[config.mk]
export PLATFORM = sky130hd
export DESIGN_NAME = exu_muldiv
export DESIGN_NICKNAME = d
export VERILOG_FILES = /design/src/verilog/muldiv_op_pkg.sv /design/src/verilog/muldiv_data_pkg.sv /design/src/verilog/muldiv_if.sv /design/src/verilog/exu_muldiv_ctrl.sv /design/src/verilog/exu_mul.sv /design/src/verilog/exu_div.sv /design/src/verilog/exu_muldiv.sv
export VERILOG_INCLUDE_DIRS = /design/src /design/src/verilog
export SDC_FILE = /design/constraint.sdc
export NUM_CORES = 2
export LEC_CHECK = 0
export ABC_AREA = 1
export BUFFER_PORTS_ARGS = -buffer_cell sky130_fd_sc_hd__buf_4
export CORE_UTILIZATION = 65
export DETAILED_ROUTE_END_ITERATION = 16
export PLACE_DENSITY_LB_ADDON = 0.15
export SYNTH_ARGS = -nofsm -noshare
export SYNTH_HDL_FRONTEND = slang
export SYNTH_SLANG_ARGS = --single-unit
[constraint.sdc]
create_clock -name clk -period 20.4 [get_ports clk]
set_input_delay 6.12 -clock clk [delete_from_list [all_inputs] [get_ports clk]]
set_output_delay 6.12 -clock clk [all_outputs]
set_load 0.005 [all_outputs]
[src/verilog/muldiv_consts.svh]
/*
 muldiv constants
 register widths, unit latencies and the M-extension funct3 codes
 bit 2 of funct3 picks the divider
 */
`ifndef MULDIV_CONSTS_SVH
`define MULDIV_CONSTS_SVH

`define REG_DATA_WIDTH 32       // register word
`define REG_ADDR_WIDTH 5        // x0..x31

`define MUL_LATENCY    3        // multiplier partial-sum stages
`define DIV_ITERS      32       // restoring divider shift-subtract steps

`define F3_MUL         3'b000
`define F3_MULH        3'b001
`define F3_MULHSU      3'b010
`define F3_MULHU       3'b011
`define F3_DIV         3'b100
`define F3_DIVU        3'b101
`define F3_REM         3'b110
`define F3_REMU        3'b111

`endif

[src/verilog/muldiv_op_pkg.sv]
/*
 muldiv op types
 operation codes seen by the multiplier and the divider
 encodings follow funct3[1:0] so decode is a plain cast
 */
package muldiv_op_pkg;

    // multiplier ops
    typedef enum logic [1:0] {
        MUL    = 2'd0,  // low word, sign does not matter
        MULH   = 2'd1,  // high word, signed x signed
        MULHSU = 2'd2,  // high word, signed x unsigned
        MULHU  = 2'd3   // high word, unsigned x unsigned
    } mul_op_e;

    // divider ops
    // quotient ops first, then remainder
    typedef enum logic [1:0] {
        DIV  = 2'd0,    // signed quotient
        DIVU = 2'd1,    // unsigned quotient
        REM  = 2'd2,    // signed remainder
        REMU = 2'd3     // unsigned remainder
    } div_op_e;

endpackage

[src/verilog/muldiv_data_pkg.sv]
/*
 muldiv data types
 register word, register address and full product width
 */
`include "muldiv_consts.svh"

package muldiv_data_pkg;

    // one architectural register
    typedef logic [`REG_DATA_WIDTH-1:0] reg_data_t;

    // destination register index
    typedef logic [`REG_ADDR_WIDTH-1:0] reg_addr_t;

    // 32x32 product, both halves
    typedef logic [2*`REG_DATA_WIDTH-1:0] dword_t;

endpackage

[src/verilog/muldiv_if.sv]
/*
 muldiv_if
 issue and result bus between the control stage and one execution unit
 op type is a parameter so the same bus serves multiplier and divider
 */
`timescale 1ns/1ps

interface muldiv_if #(
    parameter type op_t = logic [1:0]
) ();

    // issue side, driven by control
    logic                       start;          // level, sampled while unit idle
    op_t                        op;
    muldiv_data_pkg::reg_data_t operand_a;      // rs1
    muldiv_data_pkg::reg_data_t operand_b;      // rs2
    muldiv_data_pkg::reg_addr_t waddr;          // rd

    // status side, driven by the unit
    logic                       busy;
    logic                       ready;          // one-cycle pulse
    muldiv_data_pkg::reg_data_t result;         // valid with ready only
    muldiv_data_pkg::reg_addr_t result_waddr;

    modport ctrl (
        output start, op, operand_a, operand_b, waddr,
        input  busy, ready, result, result_waddr
    );

    modport unit (
        input  start, op, operand_a, operand_b, waddr,
        output busy, ready, result, result_waddr
    );

endinterface

[src/verilog/exu_muldiv_ctrl.sv]
/*
 exu_muldiv_ctrl
 issue stage of the M-extension block
 decodes funct3, starts the multiplier or divider, holds dispatch
 while work is pending and muxes the writeback from the unit that
 finishes
 */
`timescale 1ns/1ps
`include "muldiv_consts.svh"

module exu_muldiv_ctrl (
    input  logic                       clk,
    input  logic                       rst_n_i,
    input  logic                       req_i,
    input  logic [2:0]                 funct3_i,
    input  muldiv_data_pkg::reg_data_t rs1_data_i,
    input  muldiv_data_pkg::reg_data_t rs2_data_i,
    input  muldiv_data_pkg::reg_addr_t rd_addr_i,
    input  logic                       int_assert_i,
    muldiv_if.ctrl                     mul_bus,
    muldiv_if.ctrl                     div_bus,
    output logic                       hold_o,
    output logic                       reg_we_o,
    output muldiv_data_pkg::reg_data_t reg_wdata_o,
    output muldiv_data_pkg::reg_addr_t reg_waddr_o
);

    logic                   is_div;         // divider class
    logic                   issued_q;       // result already written, req not yet dropped
    logic                   mul_req;        // live multiply request
    logic                   div_req;        // live divide request
    logic                   sel_div;        // writeback from divider
    muldiv_op_pkg::mul_op_e mul_op;
    muldiv_op_pkg::div_op_e div_op;

    assign is_div = funct3_i[2];

    // funct3 to unit op
    always_comb begin
        mul_op = muldiv_op_pkg::MUL;
        div_op = muldiv_op_pkg::DIV;
        case (funct3_i)
            `F3_MUL:    mul_op = muldiv_op_pkg::MUL;
            `F3_MULH:   mul_op = muldiv_op_pkg::MULH;
            `F3_MULHSU: mul_op = muldiv_op_pkg::MULHSU;
            `F3_MULHU:  mul_op = muldiv_op_pkg::MULHU;
            `F3_DIV:    div_op = muldiv_op_pkg::DIV;
            `F3_DIVU:   div_op = muldiv_op_pkg::DIVU;
            `F3_REM:    div_op = muldiv_op_pkg::REM;
            `F3_REMU:   div_op = muldiv_op_pkg::REMU;
            default: begin
                mul_op = muldiv_op_pkg::MUL;
                div_op = muldiv_op_pkg::DIV;
            end
        endcase
    end

    // a request counts only until its result has been written
    assign mul_req = req_i & ~is_div & ~issued_q;
    assign div_req = req_i & is_div & ~issued_q;

    // operands go to both units, only the started one latches them
    assign mul_bus.op        = mul_op;
    assign mul_bus.operand_a = rs1_data_i;
    assign mul_bus.operand_b = rs2_data_i;
    assign mul_bus.waddr     = rd_addr_i;

    assign div_bus.op        = div_op;
    assign div_bus.operand_a = rs1_data_i;      // dividend
    assign div_bus.operand_b = rs2_data_i;      // divisor
    assign div_bus.waddr     = rd_addr_i;

    // start priority
    // interrupt blocks, then a fresh request not yet ready, then a busy unit keeps it
    assign mul_bus.start = int_assert_i ? 1'b0 :
                           (mul_req && !mul_bus.ready) ? 1'b1 :
                           mul_bus.busy;

    assign div_bus.start = int_assert_i ? 1'b0 :
                           (div_req && !div_bus.ready) ? 1'b1 :
                           div_bus.busy;

    // stall dispatch until the requested class returns
    assign hold_o = (mul_req && !mul_bus.ready) ||
                    (div_req && !div_bus.ready) ||
                    mul_bus.busy || div_bus.busy;

    // writeback is always taken, so any ready pulse writes
    assign reg_we_o = mul_bus.ready | div_bus.ready;

    // both ready at once only if something odd happened, requested class wins
    assign sel_div = div_bus.ready & (~mul_bus.ready | (req_i & is_div));

    assign reg_wdata_o = sel_div ? div_bus.result :
                         mul_bus.ready ? mul_bus.result : '0;

    assign reg_waddr_o = sel_div ? div_bus.result_waddr :
                         mul_bus.ready ? mul_bus.result_waddr : '0;

    // set on writeback while req_i still high, cleared once req_i is seen low
    // req_i has to be low at one edge between two instructions
    always_ff @(posedge clk or negedge rst_n_i) begin
        if (!rst_n_i) begin
            issued_q <= 1'b0;
        end else begin
            issued_q <= req_i & (issued_q | reg_we_o);
        end
    end

endmodule

[src/verilog/exu_mul.sv]
/*
 exu_mul
 multi-cycle 32x32 multiplier for MUL, MULH, MULHSU and MULHU
 two 16x32 slices and a signed correction, one registered stage each,
 then a result pulse with the low or high word
 */
`timescale 1ns/1ps
`include "muldiv_consts.svh"

module exu_mul (
    input  logic   clk,
    input  logic   rst_n_i,
    muldiv_if.unit bus
);

    localparam int W     = `REG_DATA_WIDTH;
    localparam int CNT_W = $clog2(`MUL_LATENCY + 1);

    logic                       busy_q;
    logic                       ready_q;
    logic [CNT_W-1:0]           cnt_q;          // stages left, 0 means finishing
    logic                       accept;
    logic                       sign_a;         // rs1 taken as negative
    logic                       sign_b;         // rs2 taken as negative
    logic [15:0]                slice;          // current 16 bits of rs1
    logic [W+15:0]              slice_prod;     // 16x32 partial product
    muldiv_op_pkg::mul_op_e     op_q;
    muldiv_data_pkg::reg_addr_t waddr_q;
    muldiv_data_pkg::reg_data_t a_q;
    muldiv_data_pkg::reg_data_t b_q;
    muldiv_data_pkg::reg_data_t corr_q;         // signed fixup, applied at bit 32
    muldiv_data_pkg::dword_t    acc_q;          // running product

    assign accept = bus.start & ~busy_q & ~ready_q;

    // rs1 signed for MULH/MULHSU, rs2 signed for MULH only
    assign sign_a = ((bus.op == muldiv_op_pkg::MULH) || (bus.op == muldiv_op_pkg::MULHSU)) &
                    bus.operand_a[W-1];
    assign sign_b = (bus.op == muldiv_op_pkg::MULH) & bus.operand_b[W-1];

    assign slice      = (cnt_q == CNT_W'(`MUL_LATENCY)) ? a_q[15:0] : a_q[W-1:16];
    assign slice_prod = slice * b_q;

    always_ff @(posedge clk or negedge rst_n_i) begin
        if (!rst_n_i) begin
            busy_q  <= 1'b0;
            ready_q <= 1'b0;
            cnt_q   <= '0;
        end else begin
            ready_q <= 1'b0;                    // pulse
            if (accept) begin
                busy_q <= 1'b1;
                cnt_q  <= CNT_W'(`MUL_LATENCY);
            end else if (busy_q) begin
                if (cnt_q != '0) begin
                    cnt_q <= cnt_q - 1'b1;
                end else begin
                    busy_q  <= 1'b0;            // last busy cycle
                    ready_q <= 1'b1;
                end
            end
        end
    end

    // (a - 2^32 sa)(b - 2^32 sb) mod 2^64 = a*b - 2^32 (sa*b + sb*a)
    always_ff @(posedge clk) begin
        if (accept) begin
            op_q    <= bus.op;
            waddr_q <= bus.waddr;
            a_q     <= bus.operand_a;
            b_q     <= bus.operand_b;
            corr_q  <= (sign_a ? bus.operand_b : '0) + (sign_b ? bus.operand_a : '0);
        end else if (busy_q) begin
            if (cnt_q == CNT_W'(`MUL_LATENCY)) begin
                acc_q <= {16'b0, slice_prod};               // low slice
            end else if (cnt_q == CNT_W'(`MUL_LATENCY - 1)) begin
                acc_q <= acc_q + {slice_prod, 16'b0};       // high slice
            end else if (cnt_q == CNT_W'(`MUL_LATENCY - 2)) begin
                acc_q <= acc_q - {corr_q, {W{1'b0}}};       // sign fixup
            end
        end
    end

    assign bus.busy         = busy_q;
    assign bus.ready        = ready_q;
    assign bus.result       = (op_q == muldiv_op_pkg::MUL) ? acc_q[W-1:0] : acc_q[2*W-1:W];
    assign bus.result_waddr = waddr_q;

endmodule

[src/verilog/exu_div.sv]
/*
 exu_div
 restoring radix-2 divider for DIV, DIVU, REM and REMU
 works on magnitudes, then fixes signs; latency does not depend on
 the operands, including the divide-by-zero and overflow cases
 */
`timescale 1ns/1ps
`include "muldiv_consts.svh"

module exu_div (
    input  logic   clk,
    input  logic   rst_n_i,
    muldiv_if.unit bus
);

    localparam int W     = `REG_DATA_WIDTH;
    localparam int CNT_W = $clog2(`DIV_ITERS + 1);

    logic                       busy_q;
    logic                       ready_q;
    logic [CNT_W-1:0]           cnt_q;          // iterations left
    logic                       accept;
    logic                       is_signed;      // DIV or REM
    logic                       sign_a;
    logic                       sign_b;
    muldiv_data_pkg::reg_data_t abs_a;
    muldiv_data_pkg::reg_data_t abs_b;
    logic [W:0]                 rem_shift;      // partial remainder with next dividend bit
    logic [W:0]                 trial;          // shifted remainder minus divisor
    muldiv_data_pkg::reg_data_t quo_fix;
    muldiv_data_pkg::reg_data_t rem_fix;
    muldiv_op_pkg::div_op_e     op_q;
    muldiv_data_pkg::reg_addr_t waddr_q;
    muldiv_data_pkg::reg_data_t quo_q;          // dividend shifts out, quotient shifts in
    muldiv_data_pkg::reg_data_t rem_q;
    muldiv_data_pkg::reg_data_t dvsr_q;
    logic                       zero_q;         // divisor was zero
    logic                       quo_neg_q;
    logic                       rem_neg_q;
    muldiv_data_pkg::reg_data_t result_q;

    assign accept = bus.start & ~busy_q & ~ready_q;

    assign is_signed = (bus.op == muldiv_op_pkg::DIV) || (bus.op == muldiv_op_pkg::REM);
    assign sign_a    = is_signed & bus.operand_a[W-1];
    assign sign_b    = is_signed & bus.operand_b[W-1];
    assign abs_a     = sign_a ? -bus.operand_a : bus.operand_a;
    assign abs_b     = sign_b ? -bus.operand_b : bus.operand_b;

    assign rem_shift = {rem_q, quo_q[W-1]};
    assign trial     = rem_shift - {1'b0, dvsr_q};

    // zero divisor gives all ones; remainder already equals the dividend
    // most negative / -1 needs nothing, |a| is 2^31 and the signs cancel
    assign quo_fix = zero_q ? '1 : (quo_neg_q ? -quo_q : quo_q);
    assign rem_fix = rem_neg_q ? -rem_q : rem_q;   // takes dividend sign

    always_ff @(posedge clk or negedge rst_n_i) begin
        if (!rst_n_i) begin
            busy_q  <= 1'b0;
            ready_q <= 1'b0;
            cnt_q   <= '0;
        end else begin
            ready_q <= 1'b0;
            if (accept) begin
                busy_q <= 1'b1;
                cnt_q  <= CNT_W'(`DIV_ITERS);
            end else if (busy_q) begin
                if (cnt_q != '0) begin
                    cnt_q <= cnt_q - 1'b1;
                end else begin
                    busy_q  <= 1'b0;            // sign fix cycle done
                    ready_q <= 1'b1;
                end
            end
        end
    end

    always_ff @(posedge clk) begin
        if (accept) begin
            op_q      <= bus.op;
            waddr_q   <= bus.waddr;
            quo_q     <= abs_a;
            dvsr_q    <= abs_b;
            rem_q     <= '0;
            zero_q    <= (bus.operand_b == '0);
            quo_neg_q <= sign_a ^ sign_b;
            rem_neg_q <= sign_a;
        end else if (busy_q) begin
            if (cnt_q != '0) begin
                if (!trial[W]) begin            // fits, keep difference
                    rem_q <= trial[W-1:0];
                    quo_q <= {quo_q[W-2:0], 1'b1};
                end else begin                  // restore
                    rem_q <= rem_shift[W-1:0];
                    quo_q <= {quo_q[W-2:0], 1'b0};
                end
            end else begin
                result_q <= ((op_q == muldiv_op_pkg::DIV) || (op_q == muldiv_op_pkg::DIVU)) ?
                            quo_fix : rem_fix;
            end
        end
    end

    assign bus.busy         = busy_q;
    assign bus.ready        = ready_q;
    assign bus.result       = result_q;
    assign bus.result_waddr = waddr_q;

endmodule

[src/verilog/exu_muldiv.sv]
/*
 exu_muldiv
 M-extension execution block of the execute unit
 control stage plus iterative multiplier and restoring divider,
 one instruction in flight, dispatch held through hold_o
 */
`timescale 1ns/1ps
`include "muldiv_consts.svh"

module exu_muldiv (
    input  logic                       clk,
    input  logic                       rst_n_i,
    input  logic                       req_i,
    input  logic [2:0]                 funct3_i,
    input  logic [`REG_DATA_WIDTH-1:0] rs1_data_i,
    input  logic [`REG_DATA_WIDTH-1:0] rs2_data_i,
    input  logic [`REG_ADDR_WIDTH-1:0] rd_addr_i,
    input  logic                       int_assert_i,
    output logic                       hold_o,
    output logic                       reg_we_o,
    output logic [`REG_DATA_WIDTH-1:0] reg_wdata_o,
    output logic [`REG_ADDR_WIDTH-1:0] reg_waddr_o
);

    // one bus per unit, op type differs
    muldiv_if #(.op_t(muldiv_op_pkg::mul_op_e)) mul_bus ();
    muldiv_if #(.op_t(muldiv_op_pkg::div_op_e)) div_bus ();

    exu_muldiv_ctrl exu_muldiv_ctrl_i (
        .clk          (clk),
        .rst_n_i      (rst_n_i),
        .req_i        (req_i),
        .funct3_i     (funct3_i),
        .rs1_data_i   (rs1_data_i),
        .rs2_data_i   (rs2_data_i),
        .rd_addr_i    (rd_addr_i),
        .int_assert_i (int_assert_i),
        .mul_bus      (mul_bus.ctrl),
        .div_bus      (div_bus.ctrl),
        .hold_o       (hold_o),
        .reg_we_o     (reg_we_o),
        .reg_wdata_o  (reg_wdata_o),
        .reg_waddr_o  (reg_waddr_o)
    );

    exu_mul exu_mul_i (
        .clk     (clk),
        .rst_n_i (rst_n_i),
        .bus     (mul_bus.unit)
    );

    exu_div exu_div_i (
        .clk     (clk),
        .rst_n_i (rst_n_i),
        .bus     (div_bus.unit)
    );

endmodule

[Yosys cells after proc, flatten, opt, wreduce, memory -nomap -nowiden]
Index checks and enable logic that the tools add are counted.
Widths: inputs -> output; s select.
Storage, ports and cells
  input port bits: 76
  bits in registers: 318
  word-level logic and storage cells: 146
Operators by class
  equal/unequal tests: 13
  multiply operators: 1
  reductions and logical operators: 26
  multiplexer cells: 46
  add/sub/neg operators: 10
  bitwise logic cells: 27
Operators by type and width (count)
  $mux 32: 15
  $mux 64: 2
  $neg 32->32: 4
  $add 64x64->64: 1
  $sub 64x64->64: 1
  $mul 16x32->48: 1
  $mux 48: 1
  $sub 33x32->33: 1
  $add 32x32->32: 1
  $logic_not 32->1: 1
  $mux 6: 3
  $mux 1: 17
  $mux 16: 1
  $and 1x1->1: 14
  $pmux 2 s3: 2
  $mux 5: 2
  $reduce_bool 2->1: 5
  $eq 3x3->1 const B: 3
  $not 1->1: 9
  $eq 2x2->1 const B: 4
  $eq 2x1->1 const B: 3
  $eq 3x2->1 const B: 2
  $logic_not 2->1: 3
  $logic_or 1x1->1: 6
  12 further kinds: 21

[Longest topological paths before layout]
  depth after elaboration: 10
  depth in mapped cells: 46
  depth with buffers taken out: 43

[Hierarchy]
A second synthesis with hierarchy kept.
Second synthesis, totals
  cells, all modules: 6175
  area total of the unflattened synthesis: 44527.7 um2
By module, submodules not included
  exu_mul: cells each 3968, instances 1, seq. area each 5114.9 um2, area an instance 30431.7 um2
  exu_div: cells each 1840, instances 1, seq. area each 3993.8 um2, area an instance 11928.9 um2
  exu_muldiv_ctrl: cells each 367, instances 1, seq. area each 25.0 um2, area an instance 2167.1 um2

[Worst setup path after synthesis]
OpenSTA, ideal clock, no wires.
  path type: input-to-reg
  from: input funct3_i[2]
  to: register exu_mul_i.cnt_q[1]
  stages: 6
  path buffers: 0
  slack: 5.905 ns
  setup time: 0.086 ns
  data required time: 20.314 ns
  arrival: 14.409 ns
  cells stage by stage: nor4_1 > inv_1 > nor3_1 > or2_2 > nor2_1 > a21oi_1
Between the ends
  word-level cells in the longest chain between the ends: 10
  elaborated cells on any way between the ends: 12
  classes of those cells: mux (3); bitwise (5); reduce/logical (4)
Ends and longest elaborated chain
  from (decl): line exu_muldiv.sv:14  | input logic [2:0] funct3_i,
  $not 1->1 *: line exu_muldiv_ctrl.sv:59  | assign mul_req = req_i & ~is_div & ~issued_q;
  $and 1x1->1 * (2 in series): line exu_muldiv_ctrl.sv:59
  $logic_and 1x1->1 *: line exu_muldiv_ctrl.sv:76  | (mul_req && !mul_bus.ready) ? 1'b1 :
  $mux 1 *: line exu_muldiv_ctrl.sv:76
  $mux 1 *: line exu_muldiv_ctrl.sv:75  | assign mul_bus.start = int_assert_i ? 1'b0 :
  $and 1x1->1 * (2 in series): line exu_mul.sv:34  | assign accept = bus.start & ~busy_q & ~ready_q;
  via exu_mul_i.accept: line exu_mul.sv:22  | logic accept;
  $reduce_bool 2->1 (no source line)
  $reduce_and 2->1 (no source line)
  to (signal assigned): line exu_mul.sv:53  | cnt_q <= CNT_W'(`MUL_LATENCY);
  to (signal assigned): line exu_mul.sv:56  | cnt_q <= cnt_q - 1'b1;
  to (decl): line exu_mul.sv:21  | logic [CNT_W-1:0] cnt_q;
The timed path passes the listed nets; every way through them passes the cells marked *.
A chain may end at the register's enable or synchronous reset.

[Worst setup path after layout]
  from: input funct3_i[2]
  to: output reg_wdata_o[12]
Between the ends
  word-level cells in the longest chain between the ends: 4
Ends and longest elaborated chain
  $and 1x1->1: line exu_muldiv_ctrl.sv:92  | assign sel_div = div_bus.ready & (~mul_bus.ready | (req_i & is_div));
  $or 1x1->1: line exu_muldiv_ctrl.sv:92
  $and 1x1->1: line exu_muldiv_ctrl.sv:92
  $mux 32: line exu_muldiv_ctrl.sv:94  | assign reg_wdata_o = sel_div ? div_bus.result :
  to (decl): line exu_muldiv.sv:21  | output logic [`REG_DATA_WIDTH-1:0] reg_wdata_o,
Every way passes these cells.

==> out/metrics.yaml <==
synth_area_mm2: 0.04138
fin_worst_skew_ps: 52.84
core-area_mm2: 0.06297
post_cts_resized: 0
hold_class: "reg -> reg"
final-setup-viol-count: 0
synth-async-reset-ratio_pct: 4.101
tightest_slew_ps: 1296
cp.required_ps: 14280
path_class: "in -> out"
synth.distinct_cells: 65
track_usage_pct: 45.15
port-buffer-count: 114
synth_seq_cells: 317
num_rows: 92
syn_nets: 6290
antenna_found_initial: 6
tritoncts: "yes"
vias_per_cell: 6.006
cts_buffer_depth: 3
dp_hpwl_um: 115900
slowest_delay_ps: 730
routed_wl_um: 144200
grt_pass1_vias: 37600
cts-root-buf: "clkbuf_16"
nets: 6338
setup_tns_ps: 0
post_drt_wl_per_cell_um: 22.38
clkLatencyLatePin_ps: 600
grt_max_degree: 67
cts_made_buffers: 38
drt_iter0_markers: 4498
cts.sinks: 317
chipHeight_um: 254.3
path_buf_inv: 3
gp_congestion: 1.084
regArea_mm2: 0.009134
netlist_instances: 5518
status: "finished, final reports clean"
synth_edf_count: 272
start_util_pct: 65.72
end_kind: "output pin"
cp_max_fo: 38
fillerInstances: 5326
overflow: 0
hold_viol_final: 0
rsz0062_at_grt: "no"
critPathTopFamily: "simple AND/OR/NAND/NOR gates"
cp_cell_sequence: "buf_4 > nand2_1 > nand2_1 > buf_4 > nand2_1 > nand2_1 > o21ai_0 > buf_4"
slew_headroom_pct: 12.91
multi_input_area_mm2: 0.02768
max_freq_mhz: 69.72
ys_seq_area_share_pct: 22.07
cts_hold_buf: 0
fin_crit_ps: 14340
postCtsSetupRepairBufs: 0
drive_gt1_share_pct: 5.843
ys_warn_count: 0
drc: 0
clk_pin_slew_ps: 50
start_kind: "input pin"
via_count: 38700
ant_nets: 0
die_area_mm2: 0.06468
htree_levels: 2
grt_pass1_wl_um: 217500
die_x_um: 254.3
critPathMostFrequentCell: "nand2_1"
synth_top_flop_cell: "edfxtp_1"
timing.final.crit_share_pct: 70.31
io_pins: 115
critPathArrivalTime_ps: 8220
syn_area_per_cell_um2: 7.500
drv_cap: 0
slowest_stage: "nand2_1"
drv_slew: 0
first_pass_iters: 6
area_delta_synth_final_pct: 7.256
synthesized netlist by cell type, drive strengths merged (3+ instances only):
cell type     n  area [µm²]
clkbuf      109       409.1
nand2      1183        4488
nand3b        5       37.54
a31oi        22       137.6
o21bai       23       172.7
nor3         60       356.6
nor4         21       131.4
buf          35       186.4
a21oi       318        1622
or2          27       168.9
a211oi        3       22.52
o21ai       347        1763
o21a         23       172.7
xor2        142        1251
inv        1059        3978
clkinv       11       41.29
edfxtp      272        8168
a21o         23       172.7
o22ai         9       56.30
a32o          4       40.04
dfrtp        13       325.3
nand4        32       200.2
o2111ai       5       43.79
nor2        657        2496
a21boi       16       123.9
fa          422        8448
dfxtp        32       640.6
o211ai        8       60.06
xnor2        47       411.6
o31ai        14       110.1
ha          274        3428
nand3       261        1336
mux2i        28       280.3
worst reg2reg max path: cells and delay by family, from the launching register on:
family	cells	cell delay, ps
buffers and inverters	9	1970
xor gates and xnor gates	1	380
adders and majority gates	9	4180
DFF	1	400
AOI/OAI and AO/OA	12	2840
and+or+nand+nor	3	910
cell type report:
class	count	area share (%)
Antenna cell	1	0.005638
Clock buffer	44	2.261
Clock inverter	26	0.7808
Inverter	1070	9.054
Multi-Input combinational cell	3987	62.36
Sequential cell	317	20.58
Tap cell	846	2.385
Timing Repair Buffer	152	2.571
registers in the layout, summed over array words and instances, names as in the netlist:
name,count
exu_mul_i.a_q,32
exu_div_i.bus.ready,1
exu_mul_i.b_q,32
exu_mul_i.bus.result_waddr,5
exu_mul_i.cnt_q,2
exu_mul_i.acc_q,64
exu_div_i.zero_q,1
exu_mul_i.corr_q,32
exu_div_i.quo_neg_q,1
exu_div_i.quo_q,32
exu_div_i.op_q,1
exu_div_i.cnt_q,6
exu_div_i.rem_neg_q,1
exu_div_i.dvsr_q,32
exu_div_i.bus.result_waddr,5
exu_mul_i.bus.ready,1
exu_mul_i.op_q,2
exu_div_i.bus.result,32
exu_div_i.rem_q,32
exu_div_i.bus.busy,1
exu_mul_i.bus.busy,1
exu_muldiv_ctrl_i.issued_q,1
routing by layer:
metal	share of wire [%]	wire (µm)	GRT usage, %	up-vias
met5	0.047	68	0	-
met4	7.0	10080	27.71	10
met3	14	19960	13.49	527
met2	42	61230	67.33	2690
met1	37	52850	57.76	17950
li1	-	-	-	17520
through the flow:
step	hold WS [ps]	util (%)	cells	worst slack (ps)	area (µm²)
after floorplan	448.2	-	5518	5905	41380
after global placement	473.5	68.35	6372	6285	43030
after detailed placement	482.1	68.35	6372	6175	43030
after CTS	489.6	70.49	6442	6171	44380
after global routing	506.1	70.49	6442	5967	44380
final	501.6	70.49	6443	6057	44390
cells by family after synthesis:
logic type	count (synthesis)	synth area share (%)
flip-flops	317	22.07
AND/OR/NAND/NOR	2250	22.33
AO/OA/AOI/OAI	824	11.05
XOR/XNOR	189	4.018
adder cells (fa/ha/maj)	696	28.70
buffers and inverters	1214	11.15
multiplexers	28	0.6773
path summary, 6_finish.rpt:
check,slack [ps],cells past startpoint,end,start
max reg2reg,9430,34,exu_mul_i.acc_q[57],exu_mul_i.cnt_q[1]
max in group asynchronous,14850,1,exu_div_i.bus.busy,rst_n_i
max,6060,8,reg_wdata_o[12],funct3_i[2]
min,500,2,exu_div_i.rem_q[0],exu_div_i.rem_q[0]
min in group asynchronous,5370,1,exu_muldiv_ctrl_i.issued_q,rst_n_i
min reg2reg,500,2,exu_div_i.rem_q[0],exu_div_i.rem_q[0]
layout by cell type (no fill, tap or decap), types with 13 or more instances in the layout:
master	synthesis	final
o21a_1	23	23
dfxtp_1	32	32
o21bai_1	23	23
clkbuf_16	0	38
nand2_2	16	16
o21ai_1	26	29
nor2_2	12	15
ha_1	274	273
nor3_1	50	48
nor2_1	645	640
a31oi_1	22	22
a21boi_0	13	13
fa_1	422	422
or2_2	25	25
mux2i_1	28	28
nor4_1	21	21
clkinv_1	11	13
buf_4	3	152
dfrtp_1	13	13
inv_1	1046	1046
nand3_1	255	255
xnor2_1	47	47
nand2_1	1166	1166
xor2_1	141	141
o31ai_1	13	13
edfxtp_1	272	272
nand4_1	32	32
a21oi_1	312	312
o21ai_0	314	308
a21o_1	23	23
Power is left out: the tool's default activity adds up to more than one toggle a clock period on the data nets, which glitch-free logic cannot reach.
